### src/hdl/audio_params.svh
`ifndef AUDIO_PARAMS_SVH
`define AUDIO_PARAMS_SVH

//////////////////////////////
// Sample and slot geometry
//////////////////////////////

// Signed PCM sample width
`define AUDIO_SAMPLE_W 24

// Bit clocks per channel slot, two slots per frame
`define AUDIO_SLOT_W 32

//////////////////////////////
// Timing and buffering
//////////////////////////////

// clk_soc cycles per bit clock period, must be even
`define AUDIO_BCLK_DIV 4

// Stereo frames queued ahead of the serializer, power of two
`define AUDIO_FIFO_DEPTH 4

// Reset stretch counter width, all ones is the held count
`define AUDIO_RESET_W 6

// Quarter-wave table entries, one quadrant of the wave
`define AUDIO_TABLE_DEPTH 64

`endif

### src/hdl/audio_pkg.sv
`include "audio_params.svh"

package audio_pkg;

    //////////////////////////////
    // Sample word
    //////////////////////////////

    // One signed PCM word, two's complement
    typedef logic signed [`AUDIO_SAMPLE_W-1:0] sample_t;

    //////////////////////////////
    // Stereo frame
    //////////////////////////////

    // Same bits seen two ways
    // FIFO side writes the channels, serializer shifts the raw word
    typedef union packed {
        // Left in the upper half, so it leaves the shifter first
        struct packed {
            sample_t left;
            sample_t right;
        } lr;
        // Flat view for MSB-first shifting
        logic [2*`AUDIO_SAMPLE_W-1:0] raw;
    } audio_frame_u;

endpackage

### src/hdl/reset_stretcher.sv
`timescale 1ns/1ps
`include "audio_params.svh"

module reset_stretcher (
    input  logic clk_soc,
    input  logic rst_n,
    input  logic restart,
    output logic reset
);

    // Down-counter, nonzero means reset still held
    logic [`AUDIO_RESET_W-1:0] stretch_cnt;

    //////////////////////////////
    // Stretch counter
    //////////////////////////////

    always_ff @(posedge clk_soc or negedge rst_n) begin
        if (!rst_n) begin
            // Async board reset loads the full count
            stretch_cnt <= '1;
        end else if (restart) begin
            // Button press reloads, sync to clk_soc
            stretch_cnt <= '1;
        end else if (stretch_cnt != '0) begin
            stretch_cnt <= stretch_cnt - 1'b1;
        end
    end

    // Held until the count runs out
    // 63 cycles after rst_n high and restart low
    assign reset = |stretch_cnt;

endmodule

### src/hdl/sine_generator.sv
`timescale 1ns/1ps
`include "audio_params.svh"

module sine_generator (
    input  logic               clk_soc,
    input  logic               rst_n,
    input  logic               reset,
    input  logic [7:0]         step,
    input  logic               ready,
    output logic               valid,
    output audio_pkg::sample_t sample
);
    import audio_pkg::*;

    //////////////////////////////
    // Quarter-wave table
    //////////////////////////////

    // sin(2*pi*k/256) scaled to 2^23, k = 0..63
    localparam sample_t quarter_wave [`AUDIO_TABLE_DEPTH] = '{
        24'h000000, 24'h03242B, 24'h0647D9, 24'h096A90, 24'h0C8BD3, 24'h0FAB27,
        24'h12C810, 24'h15E214, 24'h18F8B8, 24'h1C0B82, 24'h1F19F9, 24'h2223A5,
        24'h25280C, 24'h2826B9, 24'h2B1F35, 24'h2E110A, 24'h30FBC5, 24'h33DEF3,
        24'h36BA20, 24'h398CDD, 24'h3C56BA, 24'h3F174A, 24'h41CE1E, 24'h447ACD,
        24'h471CED, 24'h49B415, 24'h4C3FE0, 24'h4EBFE9, 24'h5133CD, 24'h539B2B,
        24'h55F5A5, 24'h5842DD, 24'h5A827A, 24'h5CB421, 24'h5ED77D, 24'h60EC38,
        24'h62F202, 24'h64E889, 24'h66CF81, 24'h68A69F, 24'h6A6D99, 24'h6C2429,
        24'h6DCA0D, 24'h6F5F03, 24'h70E2CC, 24'h72552D, 24'h73B5EC, 24'h7504D3,
        24'h7641AF, 24'h776C4F, 24'h788484, 24'h798A24, 24'h7A7D05, 24'h7B5D04,
        24'h7C29FC, 24'h7CE3CF, 24'h7D8A5F, 24'h7E1D94, 24'h7E9D56, 24'h7F0992,
        24'h7F6237, 24'h7FA737, 24'h7FD888, 24'h7FF622
    };

    // Crest at k = 64 lies past the table end
    localparam sample_t full_scale = {1'b0, {(`AUDIO_SAMPLE_W-1){1'b1}}};

    // Phase state and latched step
    logic [7:0] phase;
    logic [7:0] step_q;

    // Quadrant folding
    logic [1:0] quadrant;
    logic [5:0] offset;
    logic [5:0] index;
    sample_t    magnitude;

    //////////////////////////////
    // Phase accumulator
    //////////////////////////////

    always_ff @(posedge clk_soc or negedge rst_n) begin
        if (!rst_n) begin
            phase  <= '0;
            step_q <= '0;
            valid  <= 1'b0;
        end else if (reset) begin
            // Switches sampled for as long as reset is held
            phase  <= '0;
            step_q <= step;
            valid  <= 1'b0;
        end else begin
            // Always something to offer once out of reset
            valid <= 1'b1;
            // Advance only on transfer, wraps mod 256
            if (valid && ready) begin
                phase <= phase + step_q;
            end
        end
    end

    //////////////////////////////
    // Fold phase onto the table
    //////////////////////////////

    assign quadrant = phase[7:6];
    assign offset   = phase[5:0];

    // Odd quadrants run backwards through the table
    assign index = quadrant[0] ? 6'd0 - offset : offset;

    always_comb begin
        // Falling quadrant starts at the crest
        if (quadrant[0] && offset == 6'd0) begin
            magnitude = full_scale;
        end else begin
            magnitude = quarter_wave[index];
        end
    end

    // Second half of the wave is negative
    // Held steady by the phase register under back-pressure
    assign sample = quadrant[1] ? -magnitude : magnitude;

endmodule

### src/hdl/i2s_serializer.sv
`timescale 1ns/1ps
`include "audio_params.svh"

module i2s_serializer (
    input  logic                   clk_soc,
    input  logic                   rst_n,
    input  logic                   reset,
    input  audio_pkg::audio_frame_u frame,
    input  logic                   frame_valid,
    output logic                   frame_take,
    output logic                   bclk,
    output logic                   lrclk,
    output logic                   sdata
);
    import audio_pkg::*;

    //////////////////////////////
    // Geometry
    //////////////////////////////

    localparam int div_w   = $clog2(`AUDIO_BCLK_DIV);
    localparam int frame_w = $clog2(2 * `AUDIO_SLOT_W);
    localparam int slot_w  = $clog2(`AUDIO_SLOT_W);
    localparam int raw_w   = 2 * `AUDIO_SAMPLE_W;

    // Divider phases for the two bclk edges
    localparam logic [div_w-1:0] rise_at = div_w'(`AUDIO_BCLK_DIV / 2 - 1);
    localparam logic [div_w-1:0] fall_at = div_w'(`AUDIO_BCLK_DIV - 1);
    // Last data position inside a slot, after the one-bit delay
    localparam logic [slot_w-1:0] data_last = slot_w'(`AUDIO_SAMPLE_W);

    logic               running;
    logic [div_w-1:0]   div_cnt;
    logic [frame_w-1:0] bit_cnt;
    logic [frame_w-1:0] bit_next;
    logic [slot_w-1:0]  slot_pos;
    logic               fall_evt;
    logic               wrap;
    logic               data_slot;

    // Shift word, raw view of the frame
    audio_frame_u shreg;

    //////////////////////////////
    // Bit position decode
    //////////////////////////////

    assign fall_evt = running && (div_cnt == fall_at);
    assign bit_next = bit_cnt + 1'b1;
    assign slot_pos = bit_next[slot_w-1:0];
    // Position 0 is the I2S delay bit, sample follows, then zero fill
    assign data_slot = (slot_pos != '0) && (slot_pos <= data_last);
    // End of the right slot
    assign wrap = fall_evt && (bit_cnt == '1);

    // Pop on the first load and at each frame boundary
    assign frame_take = frame_valid && (!running || wrap);

    //////////////////////////////
    // Bit clock and framing
    //////////////////////////////

    always_ff @(posedge clk_soc or negedge rst_n) begin
        if (!rst_n) begin
            running <= 1'b0;
            div_cnt <= '0;
            bit_cnt <= '0;
            bclk    <= 1'b0;
            lrclk   <= 1'b0;
            sdata   <= 1'b0;
        end else if (reset) begin
            running <= 1'b0;
            div_cnt <= '0;
            bit_cnt <= '0;
            bclk    <= 1'b0;
            lrclk   <= 1'b0;
            sdata   <= 1'b0;
        end else if (!running) begin
            // Lines stay low until the first frame shows up
            if (frame_valid) begin
                running <= 1'b1;
                div_cnt <= '0;
                bit_cnt <= '0;
            end
        end else begin
            if (div_cnt == fall_at) begin
                div_cnt <= '0;
            end else begin
                div_cnt <= div_cnt + 1'b1;
            end
            if (div_cnt == rise_at) begin
                bclk <= 1'b1;
            end
            // Everything moves on the falling edge
            if (fall_evt) begin
                bclk    <= 1'b0;
                bit_cnt <= bit_next;
                // Low for left, high for right
                lrclk   <= bit_next[frame_w-1];
                sdata   <= data_slot ? shreg.raw[raw_w-1] : 1'b0;
            end
        end
    end

    //////////////////////////////
    // Shift register
    //////////////////////////////

    always_ff @(posedge clk_soc) begin
        if (frame_take) begin
            shreg <= frame;
        end else if (wrap) begin
            // Underflow sends silence
            shreg <= '0;
        end else if (fall_evt && data_slot) begin
            // MSB first, left half leaves before right
            shreg.raw <= {shreg.raw[raw_w-2:0], 1'b0};
        end
    end

endmodule

### src/hdl/i2s_master.sv
`timescale 1ns/1ps
`include "audio_params.svh"

module i2s_master (
    input  logic               clk_soc,
    input  logic               rst_n,
    input  logic               reset,
    input  audio_pkg::sample_t frame_in_l,
    input  audio_pkg::sample_t frame_in_r,
    input  logic               write_frame,
    output logic               full,
    output logic               bclk,
    output logic               lrclk,
    output logic               sdata
);
    import audio_pkg::*;

    localparam int ptr_w = $clog2(`AUDIO_FIFO_DEPTH);
    localparam logic [ptr_w:0] depth_c = (ptr_w + 1)'(`AUDIO_FIFO_DEPTH);

    // Frame storage, no reset on the payload
    audio_frame_u mem [`AUDIO_FIFO_DEPTH];
    audio_frame_u wr_frame;
    audio_frame_u frame;

    // Circular pointers, natural wrap
    logic [ptr_w-1:0] wr_ptr;
    logic [ptr_w-1:0] rd_ptr;
    logic [ptr_w:0]   count;

    logic push;
    logic pop;
    logic frame_valid;
    logic frame_take;

    //////////////////////////////
    // Write side
    //////////////////////////////

    // Pack both channels into one frame word
    always_comb begin
        wr_frame.lr.left  = frame_in_l;
        wr_frame.lr.right = frame_in_r;
    end

    assign push = write_frame && !full;
    assign pop  = frame_take;

    always_ff @(posedge clk_soc) begin
        if (push) begin
            mem[wr_ptr] <= wr_frame;
        end
    end

    //////////////////////////////
    // Pointers and occupancy
    //////////////////////////////

    always_ff @(posedge clk_soc or negedge rst_n) begin
        if (!rst_n) begin
            wr_ptr <= '0;
            rd_ptr <= '0;
            count  <= '0;
        end else if (reset) begin
            wr_ptr <= '0;
            rd_ptr <= '0;
            count  <= '0;
        end else begin
            if (push) begin
                wr_ptr <= wr_ptr + 1'b1;
            end
            if (pop) begin
                rd_ptr <= rd_ptr + 1'b1;
            end
            // Simultaneous push and pop leaves the count alone
            case ({push, pop})
                2'b10:   count <= count + 1'b1;
                2'b01:   count <= count - 1'b1;
                default: count <= count;
            endcase
        end
    end

    assign full        = (count == depth_c);
    // Up one cycle after the first write lands
    assign frame_valid = (count != '0);
    // Head of queue straight to the shifter
    assign frame       = mem[rd_ptr];

    //////////////////////////////
    // Serializer
    //////////////////////////////

    i2s_serializer serializer (
        .clk_soc     (clk_soc),
        .rst_n       (rst_n),
        .reset       (reset),
        .frame       (frame),
        .frame_valid (frame_valid),
        .frame_take  (frame_take),
        .bclk        (bclk),
        .lrclk       (lrclk),
        .sdata       (sdata)
    );

endmodule

### src/hdl/audio_standalone_top.sv
`timescale 1ns/1ps

module audio_standalone_top (
    input  logic       clk_soc,
    input  logic       rst_n,
    input  logic [7:0] dip,
    input  logic       btn_c,
    input  logic       btn_d,
    input  logic       btn_l,
    input  logic       btn_r,
    input  logic       btn_u,
    output logic [7:0] led,
    output logic       bclk,
    output logic       lrclk,
    output logic       sdata
);
    import audio_pkg::*;

    // Stretched internal reset, active high
    logic    reset;
    // Generator to I2S handshake
    sample_t sample;
    logic    sample_valid;
    logic    fifo_full;

    //////////////////////////////
    // Reset
    //////////////////////////////

    // Centre button restarts the wave from phase zero
    reset_stretcher stretcher (
        .clk_soc (clk_soc),
        .rst_n   (rst_n),
        .restart (btn_c),
        .reset   (reset)
    );

    //////////////////////////////
    // Audio path
    //////////////////////////////

    // Step taken from the dip switches at reset release
    sine_generator generator (
        .clk_soc (clk_soc),
        .rst_n   (rst_n),
        .reset   (reset),
        .step    (dip),
        .ready   (~fifo_full),
        .valid   (sample_valid),
        .sample  (sample)
    );

    // Mono source, same sample on both channels
    i2s_master i2s (
        .clk_soc     (clk_soc),
        .rst_n       (rst_n),
        .reset       (reset),
        .frame_in_l  (sample),
        .frame_in_r  (sample),
        .write_frame (sample_valid),
        .full        (fifo_full),
        .bclk        (bclk),
        .lrclk       (lrclk),
        .sdata       (sdata)
    );

    // Debug LEDs, upper three always pass the switches
    assign led = dip & {3'b111, btn_c, btn_d, btn_l, btn_r, btn_u};

endmodule

### config.mk
export PLATFORM = sky130hd
export DESIGN_NAME = audio_standalone_top
export DESIGN_NICKNAME = d
export VERILOG_FILES = /design/src/hdl/audio_pkg.sv /design/src/hdl/reset_stretcher.sv /design/src/hdl/sine_generator.sv /design/src/hdl/i2s_serializer.sv /design/src/hdl/i2s_master.sv /design/src/hdl/audio_standalone_top.sv
export VERILOG_INCLUDE_DIRS = /design/src /design/src/hdl
export SDC_FILE = /design/constraint.sdc
export NUM_CORES = 1
export LEC_CHECK = 0
export ABC_CLOCK_PERIOD_IN_PS = 14900
export BUFFER_PORTS_ARGS = -buffer_cell sky130_fd_sc_hd__buf_2
export CAP_MARGIN = 20
export CORE_UTILIZATION = 45
export DETAILED_ROUTE_END_ITERATION = 10
export PLACE_DENSITY_LB_ADDON = 0.25
export SLEW_MARGIN = 30
export SYNTH_ARGS = -nofsm -noshare
export SYNTH_HDL_FRONTEND = slang
export SYNTH_SLANG_ARGS = --single-unit
### constraint.sdc
create_clock -name clk_soc -period 14.9 [get_ports clk_soc]
set_clock_uncertainty 0.05 [all_clocks]
set_input_delay 2.98 -clock clk_soc [delete_from_list [all_inputs] [get_ports clk_soc]]
set_output_delay 2.98 -clock clk_soc [all_outputs]
set_load 0.05 [all_outputs]
Word-level counts from Yosys, hierarchy flattened. Memories as Yosys holds them, arrays and structs flattened. Index checks and enable logic that the tools add are counted.

Memories kept: 2. Memory bits (read-only): 1536. Output and inout bits: 11. RAM bits: 192. Register bits: 90. Latch bits: 0. Word-level logic and storage cells: 110.

Reductions and logical operators: 29. Shift operators: 0. Div/mod/pow operators: 0. Multiplexer cells: 43. $mul: 0. Equality and inequality tests: 7. Bitwise gates (word level): 3. Add/subtract/negate cells: 10. Magnitude comparators: 2.

Memories: (name not given) (words 64, bits a word 24, read ports 1, clocked after memory_dff 0, write ports 0, RTL line sine_generator.sv:86) `magnitude = quarter_wave[index];`; i2s.mem (words 4, bits a word 48, read ports 1, clocked after memory_dff 0, write ports 1, RTL line i2s_master.sv:22) `` audio_frame_u mem [`AUDIO_FIFO_DEPTH]; ``.

Operators with widths (count): two-way mux 48 bit (3); two-way mux 24 bit (4); two-way mux 6 bit (7); negation 24 bit (1); two-way mux 1 bit (17); two-way mux 2 bit (8); two-way mux 8 bit (2); nonzero test 3 bit (5); nonzero test 2 bit (6); adder 8 bit (1); AND 8 bit (1); logical AND 1 bit (8); greater-or-equal comparator 7 bit (second input constant) (1); inverter 6 -> 7 bit (1); adder 2 x 1 -> 2 bit (second input constant) (3); adder 6 x 1 -> 6 bit (second input constant) (1); equality test 6 bit (second input constant) (1); logical NOT 6 bit (1); case mux 3 bit (2 select lines) (1); AND reduction 2 bit (3); nonzero test 6 bit (1); OR reduction 6 bit (1); subtractor 1 x 6 -> 6 bit (first input constant) (1); subtractor 6 x 1 -> 6 bit (second input constant) (1); other kinds (12) (15).

Logic depth before layout (Yosys ltp).
Word-level depth: 9. Depth in mapped cells: 21. Depth with buffers taken out: 15.

Hierarchy. Synthesis repeated with hierarchy kept, for this count alone.

Cells, all modules: 1318. Area total of the unflattened synthesis: 16140.5 um2.

Modules (own cells, without submodules): i2s_master (cells an instance 306, times used 1, area each 7435.9 um2); sine_generator (cells an instance 683, times used 1, area each 4928.5 um2); i2s_serializer (cells an instance 284, times used 1, area each 3372.0 um2); reset_stretcher (cells an instance 36, times used 1, area each 346.6 um2); audio_standalone_top (cells an instance 9, times used 1, area each 57.6 um2).

Worst setup path before layout. OpenSTA, ideal clock, no wires.

Path type: input-to-output. From: input dip[0]. To: output led[0]. Data arrival time: 3392 ps. Required time: 11870 ps. Path slack: 8478 ps. Path buffers: 0. Stages: 1. Cell sequence: and2_1.

Word-level cells in the longest chain between the ends: 1.

Ends and longest elaborated chain: from (decl) (RTL line audio_standalone_top.sv:6) `input logic [7:0] dip,`; AND 8 bit (RTL line audio_standalone_top.sv:68) `assign led = dip & {3'b111, btn_c, btn_d, btn_l, btn_r, btn_u};`; to (decl) (RTL line audio_standalone_top.sv:12) `output logic [7:0] led,`.

No other way between the ends.

Worst setup path after layout.
From: input btn_c. To: output led[4].

Word-level cells in the longest chain between the ends: 1.

Ends and longest elaborated chain: from (decl) (RTL line audio_standalone_top.sv:7) `input logic btn_c,`; AND 8 bit (RTL line audio_standalone_top.sv:68).

No other way between the ends.

==> results.yml <==
outcome:
  status: "finished, final reports clean"
floorplanning:
  io_pins: 26
  coreArea_um2: 26100
  fp-row-count: 59
  start_util_pct: 46.0
  die_w_um: 165
  die_h_um: 165
  dieArea_um2: 27400
synthesis:
  syn-num-nets: 1225
  synth_fa_ha_area_share_pct: 3.64
  synth_xor_area_share_pct: 2.91
  ys_ff_latch: 186
  ys.warnings.count: 0
  synth_area_per_cell_um2: 10.2
  synth_edf_count: 144
  async_reset_ff_share_pct: 22.6
  synth_cell_type_count: 102
  synthMuxAreaShare_pct: 5.04
  synth-compound-area-share_pct: 22.3
  yosys.area_share.simple_pct: 16.3
  synth_top_area_share_pct: 36.0
  syn_area_um2: 12000
  netlist_instances: 1177
  synth_top_family_by_area: "compound AO/OA/AOI/OAI gates"
  yosys-top-cells-area: "edfxtp_1 36%, dfrtp_1 7.5%, mux4_2 4.5%"
  yosys.area.top_type: "edfxtp_1"
  ys_seq_area_share_pct: 44.8
  synthFlopType: "edfxtp_1"
clocking:
  cts_root_buf: "clkbuf_16"
  cts_tree: "done"
  cts_inserted_buffers: 17
  cts.repair.resized: 0
  clock_latency_ns: 0.44
  clkSinkCount: 186
  postCtsHoldBufs: 0
  htreeDepth: 4
  clk_pin_slew_ns: 0.08
  clockBufferDepth: 2
  postCtsSetupBuffers: 0
setup_path:
  worstPathArrival_ns: 3.49
  critPathKind: "in -> out"
  r2r_slack_ns: 9.28
  critical_path.top_delay_family: "buffers and inverters"
  cp_max_fo: 7
  slowest_stage: "buf_2"
  crit_buf_inv: 2
  cp_cell_sequence: "buf_2 > and2_1 > buf_2"
  start_kind: "input port"
  rr_endpoint: "i2s.mem[1][43]"
  cp_slowest_stage_delay_ns: 0.25
  crit_top_cell: "buf_2"
  r2r-start: "generator.phase[0]"
  r2r_cells: 14
  cp-end-kind: "output pin"
  crit_start: "btn_c"
  cp.required_ns: 11.87
routing:
  drc: 0
  vias_per_cell: 6.38
  antenna_left: 0
  drt_wl_total_um: 31200
  vias: 9477
  drt_iter0_markers: 1037
  first_pass_iters: 7
  wl_per_cell_um: 21.0
timing:
  grt_setup_unrepaired: "no"
  finalMaxSlewViolations: 0
  finalHoldViolCount: 0
  final.setup.tns_ns: 0
  worst_pin_slew_ns: 0.949
  setup_violations: 0
  timing.fmax_mhz: 153
  setup_ws_ns: 8.38
  fin_crit_sh_pct: 43.8
  min_period_ns: 6.52
  relSlewSlack_pct: 36.6
placement:
  place_ws_ns: 8.38
  hpwl_um: 20700
  place.gp.congestion: 0.974
  dpl_cell_area_um2: 12300
  port_buffers: 25
  dp_cells: 1454
layout:
  antenna_cells: 0
  nets: 1186
  final_cell_mix: "144 x edfxtp_1, 109 x nand2_1, 72 x nor2_1"
  final_common_cell: "edfxtp_1"
  layout-drive-gt1-share_pct: 13.2
  layout.cells.non_filler: 1486
  syn_to_final_growth_pct: 7.19
  fill_cells: 2377
  post-route-cell-area_um2: 12900
global_routing:
  grt_pass1_wl_um: 49500
  grt_overflow: 0
  antenna_found_initial: 0
  track_usage_pct: 23.5
  grt_max_degree: 66
  grt_pass1_vias: 8786
hold_path:
  min_to: "generator.step_q[5]"
  hold_start: "generator.step_q[5]"
  min_path_cells: 2
  holdCritPathClass: "reg -> reg"
run:
  drv_cap: 0
pwr:
  power.total_mw: 1.01
  p_leak_nw: 4.37
  peakVddDrop_mv: 0.0675
  power_density_nw_per_um2: 78.7
[worst min-delay path, cell delays in order (launching register included)]
cell and delay (ns):
dfrtp_1 0.36, nand2_1 0.05, nand2_1 0.05
[power breakdown]
group	switching [mW]	internal [mW]	total (mW)
clock network	0.218	0.225	0.443
registers	0.00118	0.554	0.556
logic	0.0101	0.00526	0.0154
[final cells by class]
type                            count  area (um^2)  share of cell area, %
Multi-Input combinational cell    855         6070                   47.1
Sequential cell                   186         5390                   41.8
Clock buffer                       18          429                   3.33
Tap cell                          335          419                   3.25
Timing Repair Buffer               50          325                   2.52
Clock inverter                     14          155                   1.20
Inverter                           28          105                  0.816
[metal layers]
layer / vias up / GRT usage (%) / share of wire, %
met5: - / 0 / 0
met4: 0 / 9.30 / 4.0
met3: 97 / 4.70 / 8.4
met2: 462 / 35.1 / 44
met1: 4536 / 33.3 / 44
li1: 4382 / - / -
[worst max-delay path by stage]
stage	cells after the start	slack (ns)	end
floorplan	1	8.48	led[0]
global placement	3	8.38	led[4]
detailed placement	3	8.38	led[4]
CTS	3	8.38	led[4]
global route	3	8.31	led[4]
finish	3	8.38	led[4]
[cells in the mapped netlist (7+ instances only)]
cell,instances
a21o_1,57
buf_1,15
inv_1,27
ha_1,31
o211ai_1,10
buf_2,20
or3_1,9
a211oi_1,15
and2_1,37
xor2_1,13
nor4_1,9
a21oi_1,58
buf_6,7
nor3_1,24
nor2_1,72
a31oi_1,15
or2_2,7
nand2b_1,20
o22ai_1,13
o21ai_0,65
nand3_1,29
o31ai_1,13
edfxtp_1,144
nand2_1,110
clkbuf_1,63
mux4_2,24
and3_1,17
nor2b_1,12
xnor2_1,27
a2111oi_0,13
dfrtp_1,36
[stage by stage]
| stage | utilization (%) | hold WS [ns] |
|---|---|---|
| CTS | 49.3 | 0.442 |
| global placement | 47.0 | 0.417 |
| detailed placement | 47.1 | 0.421 |
| finish | 49.3 | 0.438 |
| global route | 49.3 | 0.466 |
| floorplan | - | 0.393 |
[flip-flops by register name, indices dropped and copies added, names as in the netlist]
name,flops
i2s.mem,96
i2s.count,3
i2s.serializer.div_cnt,2
generator.step_q,8
generator.valid,1
i2s.serializer.bit_cnt,6
stretcher.stretch_cnt,6
i2s.wr_ptr,2
i2s.serializer.shreg,48
i2s.serializer.bclk,1
i2s.rd_ptr,2
i2s.serializer.lrclk,1
i2s.serializer.sdata,1
i2s.serializer.running,1
generator.phase,8
[kinds of logic (layout without fill, tap and decap cells)]
family          count (synthesis)  count (layout)
simple gates                  378             378
compound gates                373             373
flops                         186             186
buf+inv                       136             110
xor+xnor                       40              40
fa+ha+maj                      34              34
mux                            30              30
Note: power is estimated with default switching activity, not from simulation.
